### config.mk
export PLATFORM = sky130hd
export DESIGN_NAME = selectEncode
export DESIGN_NICKNAME = d
export VERILOG_FILES = /design/src/rtl/cpuArchPkg.sv /design/src/rtl/selectEncode.sv
export SDC_FILE = /design/constraint.sdc
export NUM_CORES = 1
export LEC_CHECK = 0
export ABC_AREA = 1
export BUFFER_PORTS_ARGS = -buffer_cell sky130_fd_sc_hd__buf_4
export CORE_UTILIZATION = 30
export DETAILED_ROUTE_END_ITERATION = 7
export PLACE_DENSITY = 0.95
export SYNTH_ARGS = -nofsm -noshare
export SYNTH_HDL_FRONTEND = slang
export SYNTH_SLANG_ARGS = --single-unit
### constraint.sdc
create_clock -name vclk -period 0.8
set_input_delay 0.08 -clock vclk [all_inputs]
set_output_delay 0.08 -clock vclk [all_outputs]
set_load 0.005 [all_outputs]
### src/rtl/cpuArchPkg.sv
package cpuArchPkg;

    localparam int dataWidth   = 32;
    localparam int regCount    = 16;
    localparam int regSelWidth = $clog2(regCount);

    // Instruction word layout, low bit of each field
    localparam int opcodeLsb  = 27;    // 31..27
    localparam int raLsb      = 23;    // 26..23
    localparam int rbLsb      = 19;    // 22..19
    localparam int rcLsb      = 15;    // 18..15
    localparam int constLsb   = 0;
    localparam int constWidth = 19;    // 18..0, sign at bit 18
    localparam int condLsb    = rbLsb; // Branch condition sits in the low bits of rb
    localparam int condWidth  = 2;

    typedef enum logic [4:0] {
        opLd, opLdi, opSt, opAdd, opSub, opAnd, opOr, opShr, opShra,
        opShl, opRor, opRol, opAddi, opAndi, opOri, opMul, opNeg, opNot,
        opBrx, opIn, opOut, opMfhi, opMflo, opNop, opHalt
    } opcodeE;

endpackage

### src/rtl/selectEncode.sv
module selectEncode (
    input  logic [cpuArchPkg::dataWidth-1:0] irData,
    input  logic                             gra,
    input  logic                             grb,
    input  logic                             grc,
    input  logic                             regIn,
    input  logic                             regOut,
    input  logic                             baOut,
    output logic [cpuArchPkg::regCount-1:0]  regRead,
    output logic [cpuArchPkg::regCount-1:0]  regWrite,
    output logic [cpuArchPkg::dataWidth-1:0] cSign
);
    import cpuArchPkg::*;

    logic [regSelWidth-1:0] regIndex;
    logic [regCount-1:0]    regDecode;
    logic                   anySel;

    // The opcode field above ra has to hold every opcode
    if ($bits(opcodeE) != dataWidth - opcodeLsb) begin : gOpcodeCheck
        $error("selectEncode: opcode field does not fit opcodeE");
    end

    assign anySel = gra | grb | grc;

    // Field select as an AND-OR of the three IR fields
    assign regIndex = ({regSelWidth{gra}} & irData[raLsb +: regSelWidth])
                    | ({regSelWidth{grb}} & irData[rbLsb +: regSelWidth])
                    | ({regSelWidth{grc}} & irData[rcLsb +: regSelWidth]);

    always_comb begin
        regDecode = '0;
        regDecode[regIndex] = anySel; // Nothing selected without a field strobe
    end

    assign regWrite = regDecode & {regCount{regIn}};
    assign regRead  = regDecode & {regCount{regOut | baOut}};

    // 19-bit constant, sign-extended for the C out path
    assign cSign = {{(dataWidth - constWidth){irData[constLsb + constWidth - 1]}},
                    irData[constLsb +: constWidth]};

endmodule

* Word-level counts from Yosys, hierarchy flattened
Index checks and enable logic that the tools add are counted.
** Word-level totals
- Register bits :: 0
- Output and inout bits :: 64
- Logic and storage cells :: 16
** Cells by class
- $lt $le $gt $ge :: 2
- Mux-type cells :: 2
- Bitwise logic cells :: 11
- Reduce and logical (&&, ||, !) cells :: 1
** Operators with widths (count)
- 16-bit AND :: 3
- 4-bit AND :: 3
- 4-bit OR :: 2
- 4-bit by 5-bit less-than comparator with 1-bit output, second input constant :: 1
- 1-bit demux with 4-bit select :: 1
- 4-bit by 1-bit >= comparator with 1-bit output, second input constant :: 1
- 1-bit OR :: 3
- 1-bit logical AND :: 1
- 1-bit 2-to-1 mux :: 1

* Depth between registers and ports, before layout
- Word-level depth :: 9
- Gate-level depth with buffers :: 7

* Least setup slack after synthesis
Ideal clock, no wire load.
- Path kind :: input -> output
- Start :: in baOut
- End :: out regRead[10] (netlist name)
- Arrival :: 654 ps
- Slack :: 66 ps
- Stages :: 3
- Cell sequence :: nor2_1 > buf_2 > nor2_1
** On the way
- Word-level cells in the longest chain between the ends :: 2
** Ends and longest elaborated chain
- start: declaration :: line selectEncode.sv:8 : input logic baOut,
- 1-bit OR :: line selectEncode.sv:37 : assign regRead = regDecode & {regCount{regOut | baOut}};
- 16-bit AND :: line selectEncode.sv:37
- end: declaration :: line selectEncode.sv:9 : output logic [cpuArchPkg::regCount-1:0] regRead,
Every way passes these cells.

* Final worst setup path
- Start :: in grb
- End :: out regWrite[0] (netlist name)
** On the way
- Word-level cells in the longest chain between the ends :: 9
** Ends and longest elaborated chain
- start: declaration :: line selectEncode.sv:4 : input logic grb,
- 4-bit AND :: line selectEncode.sv:28 : | ({regSelWidth{grb}} & irData[rbLsb +: regSelWidth])
- 4-bit OR :: line selectEncode.sv:28
- 4-bit OR :: line selectEncode.sv:29 : | ({regSelWidth{grc}} & irData[rcLsb +: regSelWidth]);
- 4-bit by 5-bit less-than comparator with 1-bit output (implied by the code) or 4-bit by 1-bit >= comparator with 1-bit output (tied branches) :: line selectEncode.sv:33 : regDecode[regIndex] = anySel;
- 1-bit logical AND (implied by the code) :: line selectEncode.sv:33
- 1-bit 2-to-1 mux (implied by the code) :: line selectEncode.sv:33
- 1-bit demux with 4-bit select :: line selectEncode.sv:33
- 16-bit AND (no source line) *
- 16-bit AND * :: line selectEncode.sv:36 : assign regWrite = regDecode & {regCount{regIn}};
- end: declaration :: line selectEncode.sv:10 : output logic [cpuArchPkg::regCount-1:0] regWrite,
Mark *: on every way between the ends. The rest lies on a longest branch, timed or not.

==> run metrics <==
crit path capture type output port; max_cap viols 0; final hold slack 0.160 ns; die height 48.0 um; pre-CTS setup slack -0.283 ns; Final setup viols 32; post-route cell area 1280 um^2; post-synthesis sequential area ratio 0; starting DRC count in detailed routing 7; vias in the first global route 628; Psw 370 uW; Std-Cell Core Area 1980 um^2; die boundary width 48.0 um; average size of a mapped cell 5.47 um^2; Rel. slew slack 0.804; Comb pwr share 1.000; area leader, netlist buf_4; crit path cell chain buf_12, nand2_4, nand3_4, nor2_4, nand3_2, nor2_1, buf_4; DR vias 834; leakage 0.000683 uW; number of sequential cells 0; Congestion Overflow GR 0; post-placement cell count 180; Via-to-Cell Ratio 4.58; Reg area 0 um^2; Worst path max stage delay 0.20 ns; Slew @ Worst Pin 0.294 ns; largest net degree at the start of global routing 17; fin cells 182; Slew Limit Fails 0; post-route clock period utilization 1.27; Required @ worst endpoint 0.72 ns; Final WS setup -0.214 ns; GRT Util Overall 0.173; placed cell area 965 um^2; Sequential Power Share 0; Netlist cell types 14; f_max 0.986 GHz; Area growth, synth to finish 102%; CP max stage cell nor2_4; Int Power 338 uW; fill count 158; Ports 102; Crit Path Max Fanout 5; DRT Wirelength 2370 um; Crit Path Category in2out; WL/cell 13.0 um; Worst EP arrival 0.93 ns; Worst VDD drop 0.360 mV; DRC 0; number of synthesis warnings 0; failing checks negative setup slack; antenna viol nets, final 0; port bufs 67; CP startpoint kind input port; routability cong. 0.770; power per cell area 553 nW/um^2; post-synth top area share 0.379; share of cells above drive strength 1 0.858; First-pass DRT Iterations 3; CLK BUF 0; ANT cells 0; Clk pwr share 0; row count 16; Die ar. 2300 um^2; hold buffers post-CTS 0; Hold Fails Final Rpt 0; RSZ-0062 raised after global routing yes; first-pass GRT wire length 2930 um; initial antenna violation count 0; Final min period 1.01 ns; Synth Instances 116; hpwl dp 1520 um; Sw Ratio 0.522; Area contributors post-synth buf_4 (38%), nor2_1 (15%), nand2_1 (14%); syn_nets 154; final net count 195; outcome finished, violations left; initial core utilization 0.320; worst hold path class in2out; Cell Area, Synth 634 um^2
## metrics by stage
stage	total power, uW	setup TNS [ns]	util
4_1_cts	598	-4.48	0.572
6_report	708	-5.46	0.646
3_5_place_dp	486	-6.63	0.487
2_1_floorplan	330	0	-
3_3_place_gp	477	-5.66	0.487
5_1_grt	761	-7.61	0.646
## cell usage in the layout, fill, tap and decap left out
cell	n
buf_12	4
buf_4	62
buf_6	7
inv_1	2
inv_2	5
inv_4	2
nand2_1	4
nand2_2	12
nand2_4	12
nand2_8	1
nand3_2	2
nand3_4	4
nor2_1	14
nor2_2	12
nor2_4	4
nor3_1	2
nor3_2	5
nor3_4	1
## repair_timing
action / CTS / global route
setup endpoints to repair: 32 / 32
pin swaps: 14 / 19
gates resized for setup: 43 / 39
setup buffers: 2 / 0
cloned: 0 / 0
## synthesized netlist by cell type
library cell and number:
nand2_1 24, nor3_1 8, nor2_4 1, nand3_1 1, inv_2 3, nand3_4 1, nor2_1 26, inv_1 6
buf_2 1, clkbuf_1 1, nor2_2 3, buf_4 32, nand2_2 5, nand3_2 4
## layout make-up
type               count  area, um^2  area share
well taps             27        33.8      0.0264
repair buffers        73         624       0.487
multi-input cells     73         584       0.456
inverters              9        38.8      0.0303
## metal layers
| layer | wire, um | up-vias | GRT usage |
|---|---|---|---|
| li1 | - | 400 | - |
| met1 | 832 | 402 | 0.224 |
| met2 | 1410 | 30 | 0.316 |
| met3 | 112 | 2 | 0.0151 |
| met4 | 20 | 0 | 0.0222 |
| met5 | 0 | - | 0 |
## power by group through the flow
| stage | clock, uW | combinational, uW | sequential, uW |
|---|---|---|---|
| after floorplan | 0 | 330 | 0 |
| after detailed placement | 0 | 486 | 0 |
| final | 0 | 708 | 0 |
| after CTS | 0 | 598 | 0 |
| after global placement | 0 | 477 | 0 |
| after global routing | 0 | 761 | 0 |
## path summary, 6_finish.rpt
check / from / end / slack (ns) / cells after the start
worst min-delay path: irData[0] / cSign[0] / 0.16 / 0
worst max-delay path: grb / regWrite[0] / -0.21 / 7
## cells by family (layout without fill, tap and decap cells)
kind of cell | count (synthesis) | in the layout | synth area share
AND/OR/NAND/NOR | 73 | 73 | 0.554
buffers and inverters | 43 | 82 | 0.446
## critical path: cells and delay by family
family        cells  cell delay (ns)
buf+inv           2             0.23
simple gates      5             0.61
Note: power is estimated with default switching activity, not from simulation.
