### src/rtl/busCtrlPkg.sv
package busCtrlPkg;

    // ALU op codes line up with the opcode of the matching instruction
    typedef enum logic [4:0] {
        aluAdd  = 5'd3,
        aluSub  = 5'd4,
        aluAnd  = 5'd5,
        aluOr   = 5'd6,
        aluShr  = 5'd7,
        aluShra = 5'd8,
        aluShl  = 5'd9,
        aluRor  = 5'd10,
        aluRol  = 5'd11,
        aluMul  = 5'd15,
        aluNeg  = 5'd16,
        aluNot  = 5'd17
    } aluOpE;

    // Bus sources, srcNone drives zero
    typedef enum logic [3:0] {
        srcGpr, srcHi, srcLo, srcZHigh, srcZLow,
        srcPc, srcMdr, srcInPort, srcCSign, srcNone
    } busSrcE;

endpackage

### src/rtl/cpuArchPkg.sv
package cpuArchPkg;

    localparam int dataWidth   = 32;
    localparam int regCount    = 16;
    localparam int regSelWidth = $clog2(regCount);

    // Instruction word layout, low bit of each field
    localparam int opcodeLsb  = 27;    // 31..27
    localparam int raLsb      = 23;    // 26..23
    localparam int rbLsb      = 19;    // 22..19
    localparam int rcLsb      = 15;    // 18..15
    localparam int constLsb   = 0;
    localparam int constWidth = 19;    // 18..0, sign at bit 18
    localparam int condLsb    = rbLsb; // Branch condition sits in the low bits of rb
    localparam int condWidth  = 2;

    typedef enum logic [4:0] {
        opLd, opLdi, opSt, opAdd, opSub, opAnd, opOr, opShr, opShra,
        opShl, opRor, opRol, opAddi, opAndi, opOri, opMul, opNeg, opNot,
        opBrx, opIn, opOut, opMfhi, opMflo, opNop, opHalt
    } opcodeE;

endpackage

### src/rtl/alu.sv
module alu (
    input  logic [cpuArchPkg::dataWidth-1:0]     yData,
    input  logic [cpuArchPkg::dataWidth-1:0]     busData,
    input  busCtrlPkg::aluOpE                    aluOp,
    output logic [2*cpuArchPkg::dataWidth-1:0]   aluResult
);
    import cpuArchPkg::*;
    import busCtrlPkg::*;

    localparam int shiftBits = $clog2(dataWidth);

    logic        [shiftBits-1:0]   shiftAmt;
    logic        [2*dataWidth-1:0] rotWord;
    logic        [2*dataWidth-1:0] rorShift;
    logic        [2*dataWidth-1:0] rolShift;
    logic signed [2*dataWidth-1:0] product;

    // Shift count from the low bus bits
    assign shiftAmt = busData[shiftBits-1:0];

    // Rotates shift a doubled copy of Y
    assign rotWord  = {yData, yData};
    assign rorShift = rotWord >> shiftAmt;
    assign rolShift = rotWord << shiftAmt;

    assign product = $signed(yData) * $signed(busData);

    always_comb begin
        aluResult = '0;
        case (aluOp)
            aluAdd: begin
                aluResult[dataWidth-1:0] = yData + busData;
            end
            aluSub: begin
                aluResult[dataWidth-1:0] = yData - busData;
            end
            aluAnd: begin
                aluResult[dataWidth-1:0] = yData & busData;
            end
            aluOr: begin
                aluResult[dataWidth-1:0] = yData | busData;
            end
            aluShr: begin
                aluResult[dataWidth-1:0] = yData >> shiftAmt;
            end
            aluShra: begin
                aluResult[dataWidth-1:0] = $signed(yData) >>> shiftAmt;
            end
            aluShl: begin
                aluResult[dataWidth-1:0] = yData << shiftAmt;
            end
            aluRor: begin
                aluResult[dataWidth-1:0] = rorShift[dataWidth-1:0];
            end
            aluRol: begin
                aluResult[dataWidth-1:0] = rolShift[2*dataWidth-1 -: dataWidth];
            end
            aluMul: begin
                aluResult = product; // HI gets the upper half
            end
            aluNeg: begin
                aluResult[dataWidth-1:0] = '0 - busData;
            end
            aluNot: begin
                aluResult[dataWidth-1:0] = ~busData;
            end
            default: begin
                aluResult = '0;
            end
        endcase
    end

endmodule

### config.mk
export PLATFORM = sky130hd
export DESIGN_NAME = alu
export DESIGN_NICKNAME = d
export VERILOG_FILES = /design/src/rtl/busCtrlPkg.sv /design/src/rtl/cpuArchPkg.sv /design/src/rtl/alu.sv
export SDC_FILE = /design/constraint.sdc
export NUM_CORES = 2
export LEC_CHECK = 0
export BUFFER_PORTS_ARGS = -buffer_cell sky130_fd_sc_hd__buf_2
export CAP_MARGIN = 10
export CELL_PAD_IN_SITES_DETAIL_PLACEMENT = 0
export CELL_PAD_IN_SITES_GLOBAL_PLACEMENT = 1
export CORE_MARGIN = 3
export CORE_UTILIZATION = 35
export DETAILED_ROUTE_END_ITERATION = 8
export GPL_ROUTABILITY_DRIVEN = 0
export PLACE_DENSITY = 0.68
export SYNTH_ARGS = -nofsm -noshare
export SYNTH_HDL_FRONTEND = slang
export SYNTH_SLANG_ARGS = --single-unit
### constraint.sdc
create_clock -name vclk -period 29
set_input_delay 5.8 -clock vclk [all_inputs]
set_output_delay 5.8 -clock vclk [all_outputs]
set_load 0.02 [all_outputs]
* Word level (Yosys, flattened, before mapping)
Cells that the tools add are included.
** Word-level totals
- Bits in registers :: 0
- Word-level logic and storage cells :: 26
** Cells by class
- Multipliers :: 1
- Add/subtract/negate cells :: 3
- Eq/ne operators :: 12
- Bitwise gates (word level) :: 3
- Shifts and indexed selects :: 5
- Mux-type cells :: 2
** Operators with widths (number)
- $pmux 32 s12 :: 1
- $mul 32x32->64 :: 1
- $shl 64x5->64 :: 1
- $shr 64x5->32 :: 1
- $add 32x32->32 :: 1
- $and 32x32->32 :: 1
- $mux 32 :: 1
- $not 32->32 :: 1
- $or 32x32->32 :: 1
- $shl 32x5->32 :: 1
- $shr 32x5->32 :: 1
- $sshr 32x5->32 :: 1
- $sub 1x32->32 const A :: 1
- $sub 32x32->32 :: 1
- $eq 5x4->1 const B :: 5
- $eq 5x3->1 const B :: 4
- $eq 5x5->1 const B :: 2
- $eq 5x2->1 const B :: 1

* Logic depth before layout (Yosys ltp)
- Depth after elaboration :: 2
- Mapped depth :: 34

* Least setup slack after synthesis
OpenSTA, ideal clock, no wires.
- Path type :: in2out
- Start :: input port busData[2] (netlist bit)
- End :: output port aluResult[58] (netlist bit)
- Required time :: 23200 ps
- Stages :: 32
- Slack :: 8999 ps
- Data arrival time :: 14201 ps
- Cells stage by stage :: clkbuf_1 > inv_1 > clkbuf_1 > clkbuf_1 > buf_2 > buf_1 > nor2_1 > fa_1 > inv_1 > fa_1 > inv_1 > fa_1 > inv_1 > fa_1 > inv_1 > fa_1 > inv_1 > fa_1 > fa_1 > fa_1 > inv_1 > ha_1 > a21o_1 > a21o_1 > a2111oi_0 > a21oi_1 > o2bb2ai_1 > nand3b_1 > a211oi_1 > nor3_1 > o21ai_0 > nor3b_1
** Between the ends
- Word-level cells in the longest chain between the ends :: 2
** Ends and longest elaborated chain
- from (decl) :: RTL line alu.sv:3 : input logic [cpuArchPkg::dataWidth-1:0] busData,
- $mul 32x32->64 :: RTL line alu.sv:26 : assign product = $signed(yData) * $signed(busData);
- $mux 32 :: RTL line alu.sv:30 : case (aluOp)
- to (decl) :: RTL line alu.sv:5 : output logic [2*cpuArchPkg::dataWidth-1:0] aluResult
No other way between the ends.

* Worst setup path in the final report
- Start :: input port yData[22] (netlist bit)
- End :: output port aluResult[56] (netlist bit)
** Between the ends
- Word-level cells in the longest chain between the ends :: 2
** Ends and longest elaborated chain
- from (decl) :: RTL line alu.sv:2 : input logic [cpuArchPkg::dataWidth-1:0] yData,
- $mul 32x32->64 :: RTL line alu.sv:26
- $mux 32 :: RTL line alu.sv:30
No other way between the ends.

==> flow_metrics.tcl <==
set metrics [dict create \
    min_from "busData[3]" \
    portBuffers 133 \
    slew_headroom_pct 24.1 \
    wl_um 189000 \
    dpl_worst_slack_ps 8090 \
    drv_cap 0 \
    postCtsSetupBuffers 0 \
    drt_iter0_drc 4398 \
    synth_area_per_cell_um2 8.40 \
    n_sequential_cell 0 \
    synth_top_area_share_pct 48.3 \
    dieArea_um2 133000 \
    wl_per_cell_um 27.2 \
    syn_inst 5350 \
    synthesis.nets 6784 \
    die_y_um 364 \
    final_antenna_net_count 0 \
    synth_top_area_cell "fa_1" \
    crit_path_end_kind "output pin" \
    worst-path-max-fanout 24 \
    nClkBuffers 0 \
    grt_pass1_vias 40700 \
    fin_crit_ps 21230 \
    die_w_um 364 \
    synth_most_common_cell "fa_1" \
    fin_cells 6936 \
    ys_seq_area_share_pct 0 \
    min_period_over_period_pct 73.2 \
    path_class "in2out" \
    slew_violations 0 \
    start_util_pct 35.5 \
    fmax_mhz 47.1 \
    cts_hold_buf 0 \
    io_pins 133 \
    syn_area_um2 44900 \
    cp-start-kind "input port" \
    outcome "completed" \
    firstDrtPassIters 9 \
    crit_arrival_ps 15430 \
    syn_to_final_growth_pct 5.35 \
    placedCellCount 6925 \
    rsz0062_at_grt "no" \
    yosys_warnings 0 \
    grt_pass1_wl_um 281000 \
    grt_max_degree 69 \
    drive_gt1_share_pct 6.90 \
    nets 6711 \
    grt_overflow_total 0 \
    cts_resized 0 \
    num_rows 130 \
    setup-violations-final 0 \
    cp.required_ps 23200 \
    hold_class "in2out" \
    drc 0 \
    worstSetupStartpoint "yData[22]" \
    final_hold_viol_count 0 \
    synthDistinctLibCells 94 \
    ff_latch_area_um2 0 \
    antenna_found_initial 10 \
    vias 39500 \
    hpwl_um 147000 \
    synth.top_cells.by_count "fa_1 (1084), inv_1 (1039), nor2_1 (835)" \
    synth.area.top_cells "fa_1 (48%), inv_1 (8.7%), ha_1 (7.8%), nor2_1 (7.0%), nand2_1 (4.8%)" \
    design.core.area_um2 127000 \
    setup_slack_ps 7770 \
    max_slew.worst_pin.slew_ps 1140 \
    vias_per_cell 5.70 \
    grtUsageTotal_pct 28.6 \
    tns_ps 0 \
]
layer usage:
metal / track usage [%] / up-vias / part of all wire (%)
met5: 0 / - / 0.017
met4: 13.7 / 4 / 6.2
met3: 6.17 / 544 / 10
met2: 44.3 / 2321 / 44
met1: 38.2 / 20200 / 39
li1: - / 16400 / -
cells by family (layout without fill, tap and decap cells):
group,after synthesis,after routing,synth area share [%]
simple gates,1592,1592,14.2
buf+inv,1391,1316,11.8
fa+ha+maj,1365,1365,56.1
compound gates,768,768,11.3
mux,121,121,4.29
xor+xnor,113,113,2.20
other cells,0,11,0
area by class of cell:
| cell class | instances | area (µm²) |
|---|---|---|
| Timing Repair Buffer | 256 | 1600 |
| Fill cell | 13200 | 79200 |
| Tap cell | 1650 | 2060 |
| Inverter | 1060 | 3980 |
| Multi-Input combinational cell | 3959 | 39700 |
| Antenna cell | 11 | 27.5 |
cells in the final DEF (no fill, tap or decap), drive strengths merged, types with 55 or more instances in the layout:
master / instances
a21o: 83
a21oi: 190
a31oi: 55
buf: 256
fa: 1084
ha: 281
inv: 1037
mux4: 56
nand2: 574
nor2: 835
o21ai: 162
xnor2: 66
critical path, stage by stage:
cell       delay, ps
buf_2             70
buf_4            350
clkinv_1         910
nor2_1           400
fa_1             490
fa_1             540
inv_1             70
fa_1             530
inv_1             50
fa_1             500
inv_1             60
fa_1             550
fa_1             450
fa_1             470
fa_1             490
inv_1             40
ha_1             350
a21o_1           200
a21o_1           220
a2111oi_0        480
a21oi_1          120
o2bb2ai_1        310
nand3b_1         350
a211oi_1         710
nor2_1           190
a31oi_1          280
mux2i_1          200
buf_2            180
worst paths after layout:
kind / endpoint / cells after the start
setup / recovery: aluResult[56] / 28
hold / removal: aluResult[3] / 5
per-stage QoR:
stage | area, µm² | hold slack (ps) | utilization (%)
3_5_place_dp | 47300 | 12480 | 37.4
3_3_place_gp | 47300 | 12470 | 37.4
6_report | 47300 | 12480 | 37.4
4_1_cts | 47300 | 12480 | 37.4
2_1_floorplan | 44900 | 11970 | -
5_1_grt | 47300 | 12520 | 37.4
