### src/rtl/cpuArchPkg.sv
package cpuArchPkg;

    localparam int dataWidth   = 32;
    localparam int regCount    = 16;
    localparam int regSelWidth = $clog2(regCount);

    // Instruction word layout, low bit of each field
    localparam int opcodeLsb  = 27;    // 31..27
    localparam int raLsb      = 23;    // 26..23
    localparam int rbLsb      = 19;    // 22..19
    localparam int rcLsb      = 15;    // 18..15
    localparam int constLsb   = 0;
    localparam int constWidth = 19;    // 18..0, sign at bit 18
    localparam int condLsb    = rbLsb; // Branch condition sits in the low bits of rb
    localparam int condWidth  = 2;

    typedef enum logic [4:0] {
        opLd, opLdi, opSt, opAdd, opSub, opAnd, opOr, opShr, opShra,
        opShl, opRor, opRol, opAddi, opAndi, opOri, opMul, opNeg, opNot,
        opBrx, opIn, opOut, opMfhi, opMflo, opNop, opHalt
    } opcodeE;

endpackage

### src/rtl/specialRegs.sv
module specialRegs #(
    parameter int pcStep = 1
) (
    input  logic                               clk,
    input  logic                               rstN,
    input  logic [cpuArchPkg::dataWidth-1:0]   busData,
    input  logic [2*cpuArchPkg::dataWidth-1:0] aluResult,
    input  logic                               pcIn,
    input  logic                               irIn,
    input  logic                               yIn,
    input  logic                               zIn,
    input  logic                               incPc,
    input  logic                               hiIn,
    input  logic                               loIn,
    input  logic                               outPortIn,
    input  logic [cpuArchPkg::dataWidth-1:0]   inPortIn,
    output logic [cpuArchPkg::dataWidth-1:0]   pcData,
    output logic [cpuArchPkg::dataWidth-1:0]   irData,
    output logic [cpuArchPkg::dataWidth-1:0]   yData,
    output logic [cpuArchPkg::dataWidth-1:0]   zHigh,
    output logic [cpuArchPkg::dataWidth-1:0]   zLow,
    output logic [cpuArchPkg::dataWidth-1:0]   hiData,
    output logic [cpuArchPkg::dataWidth-1:0]   loData,
    output logic [cpuArchPkg::dataWidth-1:0]   inPortData,
    output logic [cpuArchPkg::dataWidth-1:0]   outPortData
);
    import cpuArchPkg::*;

    logic [dataWidth-1:0] pcNext;

    assign pcNext = pcData + dataWidth'(pcStep);

    always_ff @(posedge clk or negedge rstN) begin
        if (!rstN) begin
            pcData      <= '0;
            irData      <= '0;
            yData       <= '0;
            zHigh       <= '0;
            zLow        <= '0;
            hiData      <= '0;
            loData      <= '0;
            inPortData  <= '0;
            outPortData <= '0;
        end else begin
            if (pcIn)      pcData      <= busData;
            if (irIn)      irData      <= busData;
            if (yIn)       yData       <= busData;
            if (hiIn)      hiData      <= busData;
            if (loIn)      loData      <= busData;
            if (outPortIn) outPortData <= busData;
            // PC increment shares the Z path with the ALU
            if (zIn || incPc) begin
                {zHigh, zLow} <= incPc ? {{dataWidth{1'b0}}, pcNext} : aluResult;
            end
            inPortData <= inPortIn; // Free-running sample of the pins
        end
    end

endmodule

### config.mk
export PLATFORM = sky130hd
export DESIGN_NAME = specialRegs
export DESIGN_NICKNAME = d
export VERILOG_FILES = /design/src/rtl/cpuArchPkg.sv /design/src/rtl/specialRegs.sv
export SDC_FILE = /design/constraint.sdc
export NUM_CORES = 1
export LEC_CHECK = 0
export ABC_AREA = 1
export ABC_CLOCK_PERIOD_IN_PS = 1400
export BUFFER_PORTS_ARGS = -buffer_cell sky130_fd_sc_hd__buf_2
export CELL_PAD_IN_SITES_DETAIL_PLACEMENT = 1
export CELL_PAD_IN_SITES_GLOBAL_PLACEMENT = 1
export CORE_ASPECT_RATIO = 0.9
export CORE_MARGIN = 4
export CORE_UTILIZATION = 34
export DETAILED_ROUTE_END_ITERATION = 16
export PLACE_DENSITY_LB_ADDON = 0.2
export SYNTH_ARGS = -nofsm -noshare
export SYNTH_HDL_FRONTEND = slang
export SYNTH_SLANG_ARGS = --single-unit
### constraint.sdc
create_clock -name clk -period 1.4 [get_ports clk]
set_input_delay 0.42 -clock clk [delete_from_list [all_inputs] [get_ports clk]]
set_output_delay 0.42 -clock clk [all_outputs]
set_load 0.05 [all_outputs]
# ---- Word-level counts from Yosys, hierarchy flattened
# Cells that the tools add are included.
dict set report op_classes {
  n_reduce_logical 1
  muxes 1
  add_sub_neg 1
}
# op count
set ops {}
lappend ops {{two-way mux 64 bit} 1}
lappend ops {{adder 32 x 1 -> 32 bit, second input constant} 1}
lappend ops {{logical OR 1 bit} 1}
dict set report word_totals {
  register_bits 288
  out_inout_bits 288
  in_bits 138
  word_cells 12
}

# ---- Longest topological paths before layout
dict set report logic_depth {
  depth_word 2
  ltp_mapped 9
  ltp_nobuf 9
}

# ---- Least setup slack after synthesis
# Ideal clock, no wire load.
dict set report synth_path {
  path_kind {register to register}
  from {reg pcData[1] in the netlist's numbering}
  to {reg zLow[24] in the netlist's numbering}
  setup_time_ns 0.118
  stages_incl_launch_ff 9
  t_required_ns 1.282
  n_path_buf 0
  synth_period_minus_slack_ns 1.772
  t_arrival_ns 1.654
  setup_slack_ns -0.372
  cell_sequence {dfrtp_1 > ha_1 > nand2_2 > nor2_8 > nand2_8 > nor2_8 > nand3_1 > nand3_1 > nand2_1}
}
dict set report synth_between {
  elab_chain_len 2
}
# element line
set synth_rtl {}
lappend synth_rtl {{start: declaration} specialRegs.sv:17} ;# output logic [cpuArchPkg::dataWidth-1:0] pcData,
lappend synth_rtl {{start signal: assignment} specialRegs.sv:45} ;# if (pcIn) pcData <= busData;
lappend synth_rtl {{adder 32 x 1 -> 32 bit} specialRegs.sv:31} ;# assign pcNext = pcData + dataWidth'(pcStep);
lappend synth_rtl {{two-way mux 64 bit} specialRegs.sv:53} ;# {zHigh, zLow} <= incPc ? {{dataWidth{1'b0}}, pcNext} : aluResult;
lappend synth_rtl {{end signal: assignment} specialRegs.sv:53}
lappend synth_rtl {{end: declaration} specialRegs.sv:21} ;# output logic [cpuArchPkg::dataWidth-1:0] zLow,
# No other way between the ends.
# A chain may end at the register's enable or synchronous reset.

# ---- Worst setup path after layout
dict set report layout_path {
  from {reg pcData[17] in the netlist's numbering}
  to {out pcData[17] in the netlist's numbering}
}
# No word-level cell between the ends.

==> qor.csv <==
stage,metric,value,unit
route,detailed-router iteration count before antenna repair,4,
logic_synthesis,largest family of logic cells by synthesized area,simple AND/OR/NAND/NOR gates,
route,Total Wirelength,49.0,mm
logic_synthesis,leading area contributor after synthesis,dfrtp_1,
logic_synthesis,Yosys reg bits,288,
logic_synthesis,xor and xnor fraction of the mapped netlist area,0.000753,
place,Port-buffer cells,425,
cts,H-tree level count,2,
place,Placed Cells,1893,
die,FP Rows,63,
final_layout,Non-Filler Instances,2114,
critical_path,"Req. time, crit path",980,ps
logic_synthesis,Post-Syn Nets,1156,
cts,clock slew at reported path FFs,60,ps
cts,number of buffers created by CTS,34,
hold_path,worst min path class,input port to register,
logic_synthesis,Main synth FF type,dfrtp_1,
timing,post-route clock period utilization,1.15,
logic_synthesis,post-synthesis mux area share,0.157,
cts,clock sinks,288,
critical_path,CP Data Arrival Time,1190,ps
logic_synthesis,"top cells by count, synth","dfrtp_1, nand2_1, mux2_2",
run_status,failing checks,negative setup slack,
global_route,initial antenna violation count,4,
run_status,outcome,"complete, but fails checks",
route,Vias,10100,
cts,CTS tree,built,
global_route,gr usage total,0.255,
logic_synthesis,Synth Area in Simple Gates,0.161,
timing,Final Hold Fails,0,
final_layout,finished layout cell area,19300,um2
die,overall die area,37200,um2
critical_path,crit path max fanout,2,
logic_synthesis,post-synthesis sequential area ratio,0.619,
logic_synthesis,"count leader, synth",dfrtp_1,
timing,Slew HR,0.758,
final_layout,# nets final,1771,
die,initial cell density of the core,0.349,
timing,RSZ-0062 raised after global routing,yes,
pwr,maximum vdd drop,0.955,mV
logic_synthesis,Syn Inst Count,1017,
critical_path,type of the worst setup path,register to output pin,
die,# IOs,426,
die,Die X-Extent,203,um
logic_synthesis,"FFs w/ async S/R, synth",1.00,
pwr,Pwr Density,1370,nW/um2
die,Die H,183,um
logic_synthesis,synth warn,0,
logic_synthesis,Post-Synth Adder-Cell Area,0.00108,
critical_path,Crit. End Element,output pin,
final_layout,layout cell share with drive strength beyond 1,0.555,
route,Final ANT Viol Nets,0,
cts,Max Root-Sink Buffers,3,
logic_synthesis,Avg Inst Size Synth,11.4,um2
timing,Final Setup Violations,310,
logic_synthesis,number of distinct library cells after synthesis,26,
pwr,Leak,9.39,nW
timing,clock skew,14.9,ps
logic_synthesis,Yosys top cell area share,0.619,
cts,Root Buffer,clkbuf_16,
die,Core Area,33300,um2
cts,Clock Latency Late Sink,510,ps
critical_path,startpoint types,register,
timing,Final Critical Period,1610,ps
job,max cap viols,0,
global_route,GR Overflow Total,0,
place,hpwl dp,31.5,mm
timing,setup_tns,-28720,ps
logic_synthesis,Post-synth EDFFs,0,
route,detailed-route DRC error count,0,
route,Detailed Route Iter0 Violations,366,
global_route,first-pass GRT wire length,73.3,mm
route,drt via density,4.76,
timing,Worst Tran Pin Value,364,ps
timing,highest clock rate,621,MHz
global_route,pin count of the biggest net entering global routing,62,
place,dpl ws,-79.9,ps
place,Final GP Congestion,0.813,
place,DP Area,14700,um2
pwr,total power,26.5,mW
logic_synthesis,synthesized area,11600,um2
timing,Max Slew Vio Count,0,
logic_synthesis,Compound-Gate Fraction of Synth Area,0.0241,
timing,final setup margin,-209,ps
route,Routed wire per std cell,23.2,um
final_layout,Area Overhead vs Synth,66.0,%
global_route,vias in the first global route,11300,
logic_synthesis,largest cells by area after synthesis,"dfrtp_1, mux2_2, nand2_1",
==> stage by stage <==
stage	util	hold WS, ps
3_5_place_dp	0.442	253
3_3_place_gp	0.442	252
6_report	0.579	32.7
5_1_grt	0.579	11.4
2_1_floorplan	-	124
4_1_cts	0.565	1.07
==> cells in the final DEF (no fill, tap or decap), types with 5 or more instances in the layout <==
cell type	netlist	layout
buf_12	0	23
o21ai_1	11	9
nor2_8	5	5
clkbuf_1	20	7
clkbuf_8	0	7
nor2_1	28	16
buf_4	0	144
mux2_1	12	12
nor2_4	7	13
nand3_1	112	93
nand2_1	236	216
mux2_2	150	150
buf_6	0	290
buf_8	0	5
o21ai_0	32	31
clkbuf_16	0	35
buf_2	25	136
nor2_2	3	9
nand3_2	0	18
dfrtp_2	0	33
dlygate4sd3_1	0	31
inv_1	54	53
nand2_4	2	6
clkinv_2	0	5
nand2_2	6	22
dfrtp_1	288	255
==> worst max-delay path, stage by stage (launching register included) <==
cell and delay (ps):
dfrtp_2 420, buf_6 130, buf_12 140
==> state kept, by name, indices dropped and copies added (netlist names) <==
name         count
hiData          32
zHigh           32
irData          32
inPortData      32
yData           32
zLow            32
loData          32
outPortData     32
pcData          32
==> final timing paths <==
path | slack [ps] | end | start | cells after the start
max in group asynchronous | 410 | irData[26] | rstN | 4
setup reg to reg | -150 | zLow[18] | pcData[1] | 10
hold reg to reg | 490 | zHigh[9] | zHigh[9] | 2
min in group asynchronous | 340 | hiData[12] | rstN | 2
setup / recovery | -210 | pcData[17] | pcData[17] | 2
hold / removal | 30 | inPortData[31] | inPortIn[31] | 1
==> layer usage <==
layer | wire length, um | global-route usage
met5 | 27 | 0
met4 | 821 | 0.0559
met3 | 4150 | 0.0928
met2 | 24300 | 0.432
met1 | 19600 | 0.318
==> kinds of logic after synthesis <==
| family | after synthesis |
|---|---|
| AOI/OAI and AO/OA | 53 |
| xor gates and xnor gates | 1 |
| DFF | 288 |
| buffers and inverters | 107 |
| adders and majority gates | 1 |
| and+or+nand+nor | 405 |
| muxes | 162 |
==> where the power goes <==
group          total [mW]  internal, mW  switching [mW]
sequential           9.73          9.10           0.628
combinational        7.47          2.84            4.62
clock                9.27          5.55            3.72
==> cell type report <==
class | count | area [um2]
Clock inverter | 12 | 153
Sequential cell | 288 | 7250
Tap cell | 455 | 569
Multi-Input combinational cell | 622 | 4260
Timing Repair Buffer | 629 | 5870
Antenna cell | 2 | 5.00
Inverter | 57 | 214
Clock buffer | 49 | 998
Fill cell | 3464 | 14000
==> timing repair <==
action	4_1_cts	5_1_grt
gates resized for setup	640	39
pin swaps	26	24
endpoints found under the setup margin	307	317
hold buffers	31	0
endpoints found under the hold margin	129	0
setup buffers	79	49
Power figures use the tool's default switching activity.
