==> config.mk <==
export PLATFORM = sky130hd
export DESIGN_NAME = busMux
export DESIGN_NICKNAME = d
export VERILOG_FILES = /design/src/rtl/busCtrlPkg.sv /design/src/rtl/cpuArchPkg.sv /design/src/rtl/busMux.sv
export SDC_FILE = /design/constraint.sdc
export NUM_CORES = 1
export LEC_CHECK = 0
export BUFFER_PORTS_ARGS = -buffer_cell sky130_fd_sc_hd__buf_2
export CAP_MARGIN = 5
export CORE_AREA = 2 2 130 132
export DETAILED_ROUTE_END_ITERATION = 10
export DIE_AREA = 0 0 132 134
export GPL_TIMING_DRIVEN = 0
export PLACE_DENSITY = 0.5
export SYNTH_ARGS = -nofsm -noshare
export SYNTH_HDL_FRONTEND = slang
export SYNTH_SLANG_ARGS = --single-unit
==> constraint.sdc <==
create_clock -name vclk -period 11.3
set_input_delay 3.39 -clock vclk [all_inputs]
set_output_delay 3.39 -clock vclk [all_outputs]
set_load 0.1 [all_outputs]
==> src/rtl/busCtrlPkg.sv <==
package busCtrlPkg;

    // ALU op codes line up with the opcode of the matching instruction
    typedef enum logic [4:0] {
        aluAdd  = 5'd3,
        aluSub  = 5'd4,
        aluAnd  = 5'd5,
        aluOr   = 5'd6,
        aluShr  = 5'd7,
        aluShra = 5'd8,
        aluShl  = 5'd9,
        aluRor  = 5'd10,
        aluRol  = 5'd11,
        aluMul  = 5'd15,
        aluNeg  = 5'd16,
        aluNot  = 5'd17
    } aluOpE;

    // Bus sources, srcNone drives zero
    typedef enum logic [3:0] {
        srcGpr, srcHi, srcLo, srcZHigh, srcZLow,
        srcPc, srcMdr, srcInPort, srcCSign, srcNone
    } busSrcE;

endpackage

==> src/rtl/cpuArchPkg.sv <==
package cpuArchPkg;

    localparam int dataWidth   = 32;
    localparam int regCount    = 16;
    localparam int regSelWidth = $clog2(regCount);

    // Instruction word layout, low bit of each field
    localparam int opcodeLsb  = 27;    // 31..27
    localparam int raLsb      = 23;    // 26..23
    localparam int rbLsb      = 19;    // 22..19
    localparam int rcLsb      = 15;    // 18..15
    localparam int constLsb   = 0;
    localparam int constWidth = 19;    // 18..0, sign at bit 18
    localparam int condLsb    = rbLsb; // Branch condition sits in the low bits of rb
    localparam int condWidth  = 2;

    typedef enum logic [4:0] {
        opLd, opLdi, opSt, opAdd, opSub, opAnd, opOr, opShr, opShra,
        opShl, opRor, opRol, opAddi, opAndi, opOri, opMul, opNeg, opNot,
        opBrx, opIn, opOut, opMfhi, opMflo, opNop, opHalt
    } opcodeE;

endpackage

==> src/rtl/busMux.sv <==
module busMux (
    input  logic                             clk,
    input  logic                             rstN,
    input  logic                             regOut,
    input  logic                             baOut,
    input  logic                             hiOut,
    input  logic                             loOut,
    input  logic                             zHighOut,
    input  logic                             zLowOut,
    input  logic                             pcOut,
    input  logic                             mdrOut,
    input  logic                             inPortOut,
    input  logic                             cOut,
    input  logic [cpuArchPkg::dataWidth-1:0] gprData,
    input  logic [cpuArchPkg::dataWidth-1:0] hiData,
    input  logic [cpuArchPkg::dataWidth-1:0] loData,
    input  logic [cpuArchPkg::dataWidth-1:0] zHigh,
    input  logic [cpuArchPkg::dataWidth-1:0] zLow,
    input  logic [cpuArchPkg::dataWidth-1:0] pcData,
    input  logic [cpuArchPkg::dataWidth-1:0] mdrData,
    input  logic [cpuArchPkg::dataWidth-1:0] inPortData,
    input  logic [cpuArchPkg::dataWidth-1:0] cSign,
    output logic [cpuArchPkg::dataWidth-1:0] busData
);
    import cpuArchPkg::*;
    import busCtrlPkg::*;

    busSrcE busSrc;

    // Strobe encoder, both register read strobes pick the GPR word
    always_comb begin
        if (regOut || baOut)  busSrc = srcGpr;
        else if (hiOut)       busSrc = srcHi;
        else if (loOut)       busSrc = srcLo;
        else if (zHighOut)    busSrc = srcZHigh;
        else if (zLowOut)     busSrc = srcZLow;
        else if (pcOut)       busSrc = srcPc;
        else if (mdrOut)      busSrc = srcMdr;
        else if (inPortOut)   busSrc = srcInPort;
        else if (cOut)        busSrc = srcCSign;
        else                  busSrc = srcNone;
    end

    always_comb begin
        case (busSrc)
            srcGpr:    busData = gprData;
            srcHi:     busData = hiData;
            srcLo:     busData = loData;
            srcZHigh:  busData = zHigh;
            srcZLow:   busData = zLow;
            srcPc:     busData = pcData;
            srcMdr:    busData = mdrData;
            srcInPort: busData = inPortData;
            srcCSign:  busData = cSign;
            default:   busData = '0; // Idle bus reads zero
        endcase
    end

    // Only one driver per microstep
    strobeOneHot: assert property (@(posedge clk) disable iff (!rstN)
        $onehot0({regOut, baOut, hiOut, loOut, zHighOut, zLowOut,
                  pcOut, mdrOut, inPortOut, cOut}))
        else $error("busMux: several out strobes in one cycle");

endmodule

== Word-level counts from Yosys, hierarchy flattened ==
Index checks and enable logic that the tools add are counted.
Widths: inputs -> output; s select.
Cells by class
  equal/unequal tests: 8
  muxes and demuxes: 10
  reductions and logical operators: 2
Operator list (number)
  $pmux 32 s9: 1
  $mux 4: 8
  $eq 4x3->1 const B: 4
  $eq 4x2->1 const B: 2
  $eq 4x1->1 const B: 1
  $eq 4x4->1 const B: 1
  $logic_not 4->1: 1
  $logic_or 1x1->1: 1
  $mux 1: 1
Storage, ports and cells
  bits in registers: 0
  bits of input ports: 300
  output and inout bits: 32
  logic and storage cells: 20

== Depth between registers and ports, before layout ==
  depth in word-level cells: 11
  gate-level depth with buffers: 8
  gate-level depth less buffers: 5

== Worst setup path before layout ==
OpenSTA, ideal clock, no wires.
  path type: input -> output
  start point: in hiOut
  end point: out busData[29] (netlist name)
  data arrival time: 6.114 ns
  data required time: 7.910 ns
  setup slack: 1.796 ns
  stages: 6
  buffers on the path: 2
  cells stage by stage: or4_4 -> nand2b_4 -> buf_6 -> a211o_1 -> buf_4 -> o211ai_1
On the way
  longest elaborated chain between the ends: 4
  elaborated cells on any way between the ends: 12
  classes of those cells: eq/ne (8); mux (3); reduce/logical (1)
RTL lines
  start: declaration: line busMux.sv:6  | input logic hiOut,
  $mux 4 (*): line busMux.sv:33  | else if (hiOut) busSrc = srcHi;
  $mux 4 (*): line busMux.sv:32  | if (regOut || baOut) busSrc = srcGpr;
  $eq 4x4->1, or another cell as far along: line busMux.sv:45  | case (busSrc)
  $pmux 32 s9 (*): line busMux.sv:45
  end: declaration: line busMux.sv:23  | output logic [cpuArchPkg::dataWidth-1:0] busData
Every way passes the cells marked *; elsewhere a longest branch is shown, timed or not.

== Worst setup path after layout ==
  start point: in zLowOut
  end point: out busData[10] (netlist name)
On the way
  longest elaborated chain between the ends: 7
  elaborated cells on any way between the ends: 15
  classes of those cells: eq/ne (8); mux (6); reduce/logical (1)
RTL lines
  start: declaration: line busMux.sv:9  | input logic zLowOut,
  $mux 4 (*): line busMux.sv:36  | else if (zLowOut) busSrc = srcZLow;
  $mux 4 (*): line busMux.sv:35  | else if (zHighOut) busSrc = srcZHigh;
  $mux 4 (*): line busMux.sv:34  | else if (loOut) busSrc = srcLo;
  $mux 4 (*): line busMux.sv:33
  $mux 4 (*): line busMux.sv:32
  $eq 4x4->1, or another cell as far along: line busMux.sv:45
  $pmux 32 s9 (*): line busMux.sv:45
Marked as above.

==> impl_results.md <==
* Max VDD drop at 27.76 uV
* Vias after detailed routing at roughly 4000
* Mux share of post-synthesis cell area at 4.157%
* Highest-utilization routing layer at the global route stage: met2
* Filler Cells Inserted at 1881
* Share of post-route cells with drive strength above 1 at 53.68%
* Synthesis Warnings at 0
* Final routed DRC violation total at 0
* Final setup violation count at 0
* Mean instance size in the synthesized netlist at 7.013 um2
* Final Net Count at between 900 and 1000
* Worst hold slack after final layout at 7271 ps
* Count of clock buffers in the final design at 0
* Area taken by flip-flops and latches at 0 um2
* Post-Place Cell Area at between 4000 and 5000 um2
* Port-buffer cells at 330
* Maximum number of pins on one net before global-route repair at 11
* Basic-gate share of the synthesized area counting and, or, nand and nor cells at 21.13%
* Overflow left after global routing at 0
* Setup tns final at 0 ps
* Top library cells by usage in the layout, fill and taps aside: buf_2, a22oi_1, clkbuf_1
* Number of distinct library cell variants in the gate-level netlist after synthesis at 35
* Met2 usage at 30.38%
* Kind of path behind the tightest hold check: in2out
* Run status: complete, no violations
* Die boundary width at 132 um
* Overall die height at 134 um
* Synthesized-area fraction occupied by ao, oa, aoi and oai cells at 66.11%
* Yosys top cell by area: a22oi_1
* Count of inserted antenna diode cells at 0
* Initial DRT Pass Iterations at 4
* Routing usage on met1 at 21.95%
* Timing-limited maximum frequency at 0.1014 GHz
* CP arrival at 6480 ps
* Adder and majority cell fraction of the synthesized area at 0%
* Synthesized-area fraction occupied by xor and xnor cells at 0%
* DRC violation total after the first TritonRoute iteration at 140
* Total count of hold-check failures in the final report at 0
* Number of flip-flops and latches at 0
* Ranking of synthesized cells by area: a22oi_1, a2111o_1, a221o_1
* Die outline area at 17690 um2
* Leading cell type in the layout, fill and taps excluded: buf_2
* Area of the core region at 16290 um2
* Antenna violations before repair at 0
* Share of synthesized area occupied by flip-flops and latches at 0%
* Number of global-route vias before repair at between 4000 and 5000
* GR Layer Usage met3 at 1.927%
* Max Slew Vio Count at 0
* Summed instance area of the synthesized netlist at approximately 2200 um2
* Initial core utilization at 13.30%
* HPWL after detailed placement at 14130 um
* Top fanout value on the critical path at 10
* Via-per-instance ratio at between 4 and 5
* Period Utilization, post-route at 87.31%
* Worst hold path cell count at 4
* Slew Limit Headroom at 28.92%
* Total routing usage reported by global routing at 16.89%
* Post-route standard cell area excluding fillers at 4094 um2
* Post-CTS sizing at 0
* Power Density at 53.43 nW/um2
* Post-Synthesis Net Count at 609
* Final RePlAce weighted congestion at 0.8186
* Top-level I/O count at 332
* Main combinational cell family by area after synthesis: compound AO/OA/AOI/OAI gates
* Multi-input gate area at 1981 um2
* Leakage power summed over all cells at about 0.0021 uW
* Cell Rows at 47
* Final critical-path required period at 9866 ps
* Area Overhead vs Synth at 88.91%
* Overall routed net length at 16260 um
* First-pass GRT wire length at roughly 23000 um
* Post-CTS Repair Setup Buffers at 0
* Crit path capture type: output port
* Post-detailed-route count of antenna-violating nets at 0
* Area fraction of the dominant cell type after synthesis at ~22%
* Instance count of the mapped netlist at 309
* Average detailed-routed wire length per instance at between 15 and 20 um
* Total power draw at 218.7 uW
* Crit path kind: in2out
* Least-Margin Pin Slew at 1064 ps
* CP startpoint kind: input pin
* Crit path required time at roughly 7900 ps
* Unrepaired setup endpoints after global routing: no
* Count of hold buffers inserted by post-cts repair at 0
* Max-cap violation count at 0
==> synthesized netlist by cell type, drive strengths merged (9+ instances only) <==
cell and count:
nor3 24, o211ai 11, buf 10, o21ai 9, a22o 23, nor2 27
nand2 18, a221o 23, mux2i 9, a22oi 64, a2111o 24, clkbuf 29
==> layer usage <==
metal  wire, um  vias up
met5          0        -
met2       7860      214
met3       1092       16
met4        304        0
li1           -     1976
met1       6998     1803
==> final cells by class <==
| cell class | count | share of cell area [%] |
|---|---|---|
| timing repair buffer | 330 | 40.34 |
| multi-input combinational | 267 | 48.38 |
| inverter | 3 | 0.2751 |
| tap | 220 | 6.724 |
| buffer | 39 | 4.279 |
==> critical path, stage by stage <==
cell	delay (ps)
buf_2	130
or2_2	290
clkbuf_1	280
nor3_1	780
clkbuf_1	470
a22oi_1	260
nor3_1	290
a2111o_1	160
buf_2	430
==> logic make-up after synthesis <==
| logic type | after synthesis |
|---|---|
| simple gates | 89 |
| buf+inv | 42 |
| compound gates | 169 |
| mux | 9 |
==> final timing paths <==
check,startpoint,endpoint
max,zLowOut,busData[10]
min,pcData[26],busData[26]
==> power by group <==
group | internal [uW] | switching [uW] | total (uW)
sequential | 0 | 0 | 0
clock | 0 | 0 | 0
combinational | 74.8 | 144 | 219
==> metrics by stage <==
| step | setup slack, ps | instances | utilization [%] |
|---|---|---|---|
| floorplan | 1796 | 309 | - |
| global placement | 1332 | 859 | 25.13 |
| detailed placement | 1304 | 859 | 25.13 |
| CTS | 1308 | 859 | 25.13 |
| global route | 1213 | 859 | 25.13 |
| finish | 1434 | 859 | 25.13 |
(Power assumes the default switching activity.)
