File: src/rtl/cpuArchPkg.sv
package cpuArchPkg;

    localparam int dataWidth   = 32;
    localparam int regCount    = 16;
    localparam int regSelWidth = $clog2(regCount);

    // Instruction word layout, low bit of each field
    localparam int opcodeLsb  = 27;    // 31..27
    localparam int raLsb      = 23;    // 26..23
    localparam int rbLsb      = 19;    // 22..19
    localparam int rcLsb      = 15;    // 18..15
    localparam int constLsb   = 0;
    localparam int constWidth = 19;    // 18..0, sign at bit 18
    localparam int condLsb    = rbLsb; // Branch condition sits in the low bits of rb
    localparam int condWidth  = 2;

    typedef enum logic [4:0] {
        opLd, opLdi, opSt, opAdd, opSub, opAnd, opOr, opShr, opShra,
        opShl, opRor, opRol, opAddi, opAndi, opOri, opMul, opNeg, opNot,
        opBrx, opIn, opOut, opMfhi, opMflo, opNop, opHalt
    } opcodeE;

endpackage

File: src/rtl/conFf.sv
module conFf (
    input  logic                             clk,
    input  logic                             rstN,
    input  logic [cpuArchPkg::dataWidth-1:0] irData,
    input  logic [cpuArchPkg::dataWidth-1:0] busData,
    input  logic                             conIn,
    output logic                             conOut
);
    import cpuArchPkg::*;

    logic [condWidth-1:0]    cond;
    logic [2**condWidth-1:0] condSel;
    logic [2**condWidth-1:0] condTrue;
    logic                    isZero;
    logic                    isNeg;

    assign cond   = irData[condLsb +: condWidth];
    assign isZero = (busData == '0);
    assign isNeg  = busData[dataWidth-1];

    // 2-to-4 decode of the condition code
    assign condSel = (2**condWidth)'(1) << cond;

    // Codes 3..0 are negative, positive, nonzero, zero
    assign condTrue = {isNeg, !isNeg && !isZero, !isZero, isZero};

    always_ff @(posedge clk or negedge rstN) begin
        if (!rstN) begin
            conOut <= 1'b0;
        end else if (conIn) begin
            conOut <= |(condSel & condTrue);
        end
    end

endmodule

File: config.mk
export PLATFORM = sky130hd
export DESIGN_NAME = conFf
export DESIGN_NICKNAME = d
export VERILOG_FILES = /design/src/rtl/cpuArchPkg.sv /design/src/rtl/conFf.sv
export SDC_FILE = /design/constraint.sdc
export NUM_CORES = 1
export LEC_CHECK = 0
export BUFFER_PORTS_ARGS = -buffer_cell sky130_fd_sc_hd__buf_2
export CELL_PAD_IN_SITES_DETAIL_PLACEMENT = 1
export CELL_PAD_IN_SITES_GLOBAL_PLACEMENT = 1
export CORE_UTILIZATION = 10
export CTS_BUF_LIST = sky130_fd_sc_hd__clkbuf_4 sky130_fd_sc_hd__clkbuf_8
export DETAILED_ROUTE_END_ITERATION = 7
export PLACE_DENSITY_LB_ADDON = 0.1
export RECOVER_POWER = 25
export SYNTH_ARGS = -nofsm -noshare
export SYNTH_HDL_FRONTEND = slang
export SYNTH_SLANG_ARGS = --single-unit
File: constraint.sdc
create_clock -name clk -period 0.8 [get_ports clk]
set_input_delay 0.08 -clock clk [delete_from_list [all_inputs] [get_ports clk]]
set_output_delay 0.08 -clock clk [all_outputs]
set_load 0.01 [all_outputs]
After elaboration in Yosys (flattened, before gate mapping). Cells that the tools add are included.

Register bits: 1. Latch bits: 0. Bits in writable memories: 0. Bits in read-only memories: 0. Memories: 0.

$add $sub $neg: 0. Multipliers: 0. Div/mod/pow operators: 0. Order comparisons: 0. Eq/ne operators: 0. Shifts and indexed selects: 1. Mux-type cells: 0. Bitwise operators: 1. Reductions and logical operators: 5.

Operators by type and width (number): logical NOT 32 bit (1); AND 4 bit (1); OR reduction 4 bit (1); << shifter 1 x 2 -> 4 bit (first input constant) (1); logical NOT 1 bit (2); logical AND 1 bit (1).

Logic depth before layout (Yosys ltp). Gate-level depths: netlist (run 1).

Depth in word-level cells: 5. Mapped depth: 4. Depth with buffers taken out: 4.

Least setup slack after synthesis (run 1). Ideal clock, no wire load.

Path kind: input-to-reg. Start: input port busData[26] in the netlist's numbering. End: register conOut. Library setup time: 130 ps. Arrival: 769 ps. Slack: -99 ps. Stages: 4. Path buffers: 0. Path through: nor4_1 > nand4_1 > o32ai_1 > a31oi_1.

Longest elaborated chain between the ends: 5.

RTL lines: start, declared (line conFf.sv:5) `input logic [cpuArchPkg::dataWidth-1:0] busData,`; logical NOT 32 bit (*) (line conFf.sv:18) `assign isZero = (busData == '0);`; logical NOT 1 bit (line conFf.sv:25) `assign condTrue = {isNeg, !isNeg && !isZero, !isZero, isZero};`; logical AND 1 bit (line conFf.sv:25); AND 4 bit (*) (line conFf.sv:31) `conOut <= |(condSel & condTrue);`; OR reduction 4 bit (*) (line conFf.sv:31); end signal, assigned (line conFf.sv:31); end, declared (line conFf.sv:7) `output logic conOut`.

Mark *: on every way between the ends. The rest lies on a longest branch, timed or not. A chain may end at the register's enable or synchronous reset.

Worst setup path after layout (run 1).
Start: input port busData[11] in the netlist's numbering. End: register conOut.

The elaborated chain is that of the path after synthesis.

==> summary.txt, run 1 <==
Synthesis
  – Cell with the most instances after synthesis: nor4_1
  – Register area share after synthesis: between 10% and 20%
  – Share of flip-flops with an asynchronous set or reset: 100%
  – Cells after Synth: 18
  – Post-synth top flop: dfrtp_1
  – Unique masters post-synth: 11
  – Area leader, netlist: nor4_1
  – Top cells by count, synth: nor4_1 (6), nand4_1 (2), nor4_2 (2)
  – EDFF count, synth: 0
  – Synth area leaders: nor4_1 (25%), dfrtp_1 (17%), nor4_2 (17%)
  – Ys Warns: 0
  – Yosys reg bits: 1
  – Netlist Area Pre-Place: about 150 sq um
  – Top cell type's share of synthesized area: ~25%
  – Post-synthesis net count: 85
  – Mapped Avg Cell Area: approximately 8.3 sq um

Worst setup path
  – Critical register-to-register path startpoint: conOut
  – R2r setup slk: ~150 ps
  – Crit path from: busData[11]
  – Levels on crit path: 5
  – Worst r2r dst: conOut
  – CP delay by family, top: simple AND/OR/NAND/NOR gates
  – Largest fanout on the critical path: 2
  – Crit-path slowest cell: o32ai_2
  – Critical Path Max Stage Delay: around 280 ps
  – Setup crit start kind: input pin
  – Crit Path Class: in2reg
  – Crit path buf inv count: 1
  – Crit. End Element: flip-flop
  – CP Capture Point: conOut
  – CP Data Arrival Time: 950 ps
  – Critical Path RT: 670 ps
  – Crit path cell chain: buf_2 > nor4_2 > nand4_1 > o32ai_2 > a31oi_1
  – Reg2reg path depth: 2

Power
  – Power per standard cell area: ~530 mW/mm^2
  – Leak: ~0.20 nW
  – Tot Pwr: between 200 and 300 uW
  – VDD IR-drop max: around 150 uV

Finish
  – Antenna Cells: 0
  – Cell area after layout: ~480 sq um
  – P&R area growth vs syn: 225%
  – Fin util: roughly 36%
  – Post-route insts no fill: 72
  – Number of nets in the layout: about 130
  – Top Registers: conOut x1
  – Largest register FFs: 1
  – Most flop-heavy register: conOut
  – Share of layout cells above drive strength 1: a little over 80%

Route
  – Drt wl/cell: between 10 and 15 um
  – Initial DRC count: 0
  – Vias per cell: around 4.5
  – Drc violations: 0
  – Antenna Nets Post-Route: 0
  – DR vias: around 320
  – Pre-antenna DRT Iters: 1
  – Final wirelength: a little under 800 um

Timing
  – Sum Neg Setup Slack: -282 ps
  – Fmax: 0.924 GHz
  – Slew headroom: 86.8%
  – Final Cycle Share: 135%
  – Unrepaired setup endpoints after global routing: yes
  – Final count of hold timing violations: 0
  – Skew final: 0 ps
  – Worst hold slack: 319 ps
  – Period minus WS final: about 1100 ps
  – PnR worst setup slack: -282 ps
  – Final Max Tran Viols: 0
  – Setup Viol. Count Final: 1
  – Worst-Margin Slew: 196 ps

Die
  – Horiz. Die Dim: 40.6 um
  – Num rows: 13
  – Starting Density: between 10% and 20%
  – Die Ht: roughly 41 um
  – Core area: ~0.0014 sq mm
  – IO Count: about 70
  – Total die area: ~0.0016 sq mm

Min path
  – Worst min path class: in2reg
  – Min-delay src: conIn

GRT
  – Global route overflow: 0
  – Largest net degree at the start of global routing: 4
  – Initial antenna violation count: 0
  – Total track usage: 9.35%
  – Vias in the first global route: approximately 280
  – Global-route wire length before repair: around 1100 um

Placed design
  – Dpl cell area: roughly 400 sq um
  – Inst Count DP: 71
  – Routability congestion estimate: ~0.6
  – Place WS: -342 ps
  – I/O Buffers: 37

Status
  – Failing checks: negative setup slack
  – Outcome: finished with violations

Clock network
  – Postcts setup bufs: 0
  – Worst-skew pair later-pin latency: 0 ps
  – Worst-path clk slew: 0 ps

Flow run
  – Max_cap viols: 0
## power breakdown
part | total (mW) | switching, mW | internal (mW)
Combinational | 0.192 | 0.0788 | 0.113
Sequential | 0.0622 | 0.00449 | 0.0578
Clock | 0 | 0 | 0
Total | 0.255 | 0.0833 | 0.171
## what timing repair did
action,CTS,global route
hold endpoints to repair,1,0
gates resized for setup,6,4
pin swaps,9,2
hold buffers,1,0
cloned,0,0
setup endpoints to repair,1,1
## final cells by class
class	instances	area (sq um)
repair buffers	39	228
flip-flops and latches	1	25.0
multi-input cells	17	213
well taps	15	18.8
fillers	172	866
## kinds of logic (layout without fill, tap and decap cells)
| logic type | count (synthesis) | after routing | synth area share, % |
|---|---|---|---|
| and+or+nand+nor | 13 | 13 | 62.2 |
| AOI/OAI and AO/OA | 3 | 3 | 15.1 |
| xor gates and xnor gates | 1 | 1 | 5.88 |
| DFF | 1 | 1 | 16.8 |
| buffers and inverters | 0 | 39 | 0 |
## per-layer routing
metal / vias to the layer above / wire [um] / track usage [%]
li1: 160 / - / -
met1: 136 / 285 / 10.6
met2: 28 / 382 / 19.0
met3: 0 / 123 / 1.11
met4: 0 / 0 / 0
met5: - / 0 / 0
## how the worst min path moves through the flow
stage,end,slack (ps),cells past startpoint
after detailed placement,conOut,-140,1
after CTS,conOut,310,2
after global placement,conOut,-140,1
final,conOut,320,2
after global routing,conOut,340,2
after floorplan,conOut,-220,0
## placed cells by master, fill, tap and decap left out
master / count
a31oi_1: 1
buf_2: 33
buf_4: 1
buf_6: 4
dfrtp_1: 1
dlygate4sd3_1: 1
nand3_1: 1
nand4_1: 2
nor2b_1: 1
nor4_2: 3
nor4_4: 5
o211ai_1: 1
o32ai_2: 1
or2_0: 1
xnor2_1: 1
Power figures use the tool's default switching activity.
==> inputs of run 2 (changes only) <==
--- a/config.mk
+++ b/config.mk
@@ -13,6 +13,7 @@
 export DETAILED_ROUTE_END_ITERATION = 7
 export PLACE_DENSITY_LB_ADDON = 0.1
 export RECOVER_POWER = 25
+export SKIP_CTS_REPAIR_TIMING = 1
 export SYNTH_ARGS = -nofsm -noshare
 export SYNTH_HDL_FRONTEND = slang
 export SYNTH_SLANG_ARGS = --single-unit
==> summary.txt, run 2 (same netlist as run 1, synthesis figures left out) <==
Worst setup path
  – Critical register-to-register path startpoint: conOut
  – Crit path from: busData[2]
  – Crit Path Class: in2reg
  – Largest fanout on the critical path: 2 (unchanged)
  – Critical Path RT: 720 ps (+50 ps)
  – R2r setup slk: 160 ps (about the same)
  – CP Capture Point: conOut
  – Crit. End Element: flip-flop
  – CP Data Arrival Time: 970 ps (+20 ps)
  – Worst r2r dst: conOut
  – Reg2reg path depth: 2 (unchanged)
  – Setup crit start kind: input pin

Finish
  – Largest register FFs: 1 (unchanged)
  – Antenna Cells: 0 (unchanged)
  – Number of nets in the layout: 126 (unchanged)
  – Most frequent cells in the layout: buf_2 (27), buf_6 (10), nor4_4 (6)
  – Share of layout cells above drive strength 1: 82.5% (unchanged)
  – Cell area after layout: 531 sq um (+9.6%)
  – Post-route insts no fill: 72 (unchanged)
  – Top Registers: conOut x1
  – Most flop-heavy register: conOut
  – P&R area growth vs syn: 256%
  – Fill count: 159 (-7.6%)
  – Fin util: 39.3% (+3.4 points)
  – Most common cell after layout, fill and taps aside: buf_2

Die
  – Core area: 0.00135 sq mm (unchanged)
  – Die Ht: 40.6 um (unchanged)
  – Num rows: 13 (unchanged)
  – IO Count: 68 (unchanged)
  – Horiz. Die Dim: 40.6 um (unchanged)
  – Total die area: 0.00165 sq mm (unchanged)
  – Starting Density: 11.0% (unchanged)

GRT
  – Global-route wire length before repair: 993 um (-7.1%)
  – Total track usage: 8.33% (-1.0 points)
  – Largest net degree at the start of global routing: 4 (unchanged)
  – Global route overflow: 0 (unchanged)
  – Vias in the first global route: 261 (-7.4%)
  – Initial antenna violation count: 0 (unchanged)

Power
  – Power per standard cell area: 527 mW/mm^2 (+0.27%)
  – Leak: 0.214 nW (+7.1%)
  – VDD IR-drop max: 150 uV (-0.21%)
  – Tot Pwr: 280 uW (+9.9%)

Timing
  – Final Cycle Share: 132% (-3.5 points)
  – Final Max Tran Viols: 0 (unchanged)
  – Setup Viol. Count Final: 1 (unchanged)
  – Slew headroom: 85.5% (-1.3 points)
  – Period minus WS final: 1050 ps (-28.3 ps)
  – Unrepaired setup endpoints after global routing: yes
  – Final count of hold timing violations: 0 (unchanged)
  – PnR worst setup slack: -254 ps (+28.3 ps)
  – Fmax: 0.949 GHz (+2.7%)
  – Skew final: 0 ps (unchanged)
  – Sum Neg Setup Slack: -254 ps (+28.3 ps)
  – Worst-Margin Slew: 217 ps (+20.6 ps)

Route
  – Antenna Nets Post-Route: 0 (unchanged)
  – Pre-antenna DRT Iters: 2 (+1)
  – DR vias: 333 (+2.8%)
  – Drc violations: 0 (unchanged)
  – Final wirelength: 881 um (+11%)
  – Vias per cell: 4.63 (+2.8%)
  – Drt wl/cell: 12.2 um (+11%)
  – Initial DRC count: 1 (+1)

Placed design
  – Routability congestion estimate: 0.605 (unchanged)
  – Dpl cell area: 403 sq um (unchanged)
  – I/O Buffers: 37 (unchanged)
  – Inst Count DP: 71 (unchanged)

Clock network
  – Worst-skew pair later-pin latency: 0 ps (unchanged)
  – Worst-path clk slew: 0 ps (unchanged)

Status
  – Outcome: finished with violations
  – Failing checks: negative setup slack

Min path
  – Worst min path class: in2reg

Flow run
  – Max_cap viols: 0 (unchanged)
## run 2: through the flow
stage | worst slack (ps) | hold slack (ps)
2_1_floorplan | -88.5 | -216
3_3_place_gp | -340 | -145
3_5_place_dp | -342 | -143
4_1_cts | -318 | -144
5_1_grt | -382 | 345
6_report | -254 | 321
## run 2: how the worst min path moves through the flow
stage	startpoint	end	slack (ps)	depth (start not counted)
after floorplan	rstN	conOut	-220	0
after CTS	rstN	conOut	-140	1
after detailed placement	rstN	conOut	-140	1
final	conIn	conOut	320	2
after global routing	conIn	conOut	350	2
after global placement	rstN	conOut	-140	1
## run 2: layout make-up
class	count	area, sq um	share of cell area (%)
repair buffers	39	265	50.0
multi-input cells	17	221	41.7
flip-flops and latches	1	25.0	4.72
well taps	15	18.8	3.54
## run 2: worst max-delay path, cell delays in order
cell and delay [ps]:
buf_2 120, nor4_4 250, nand4_1 160, or2_0 240, a31oi_1 120
## run 2: metal layers
metal	global-route usage, %	share of wire (%)	wire [um]
met1	10.6	31	270
met2	15.5	54	473
met3	1.11	16	137
met4	0	0	0
met5	0	0	0
## run 2: power breakdown
group / internal (mW) / switching, mW
sequential: 0.0577 / 0.00412
combinational: 0.133 / 0.0849
clock: 0 / 0
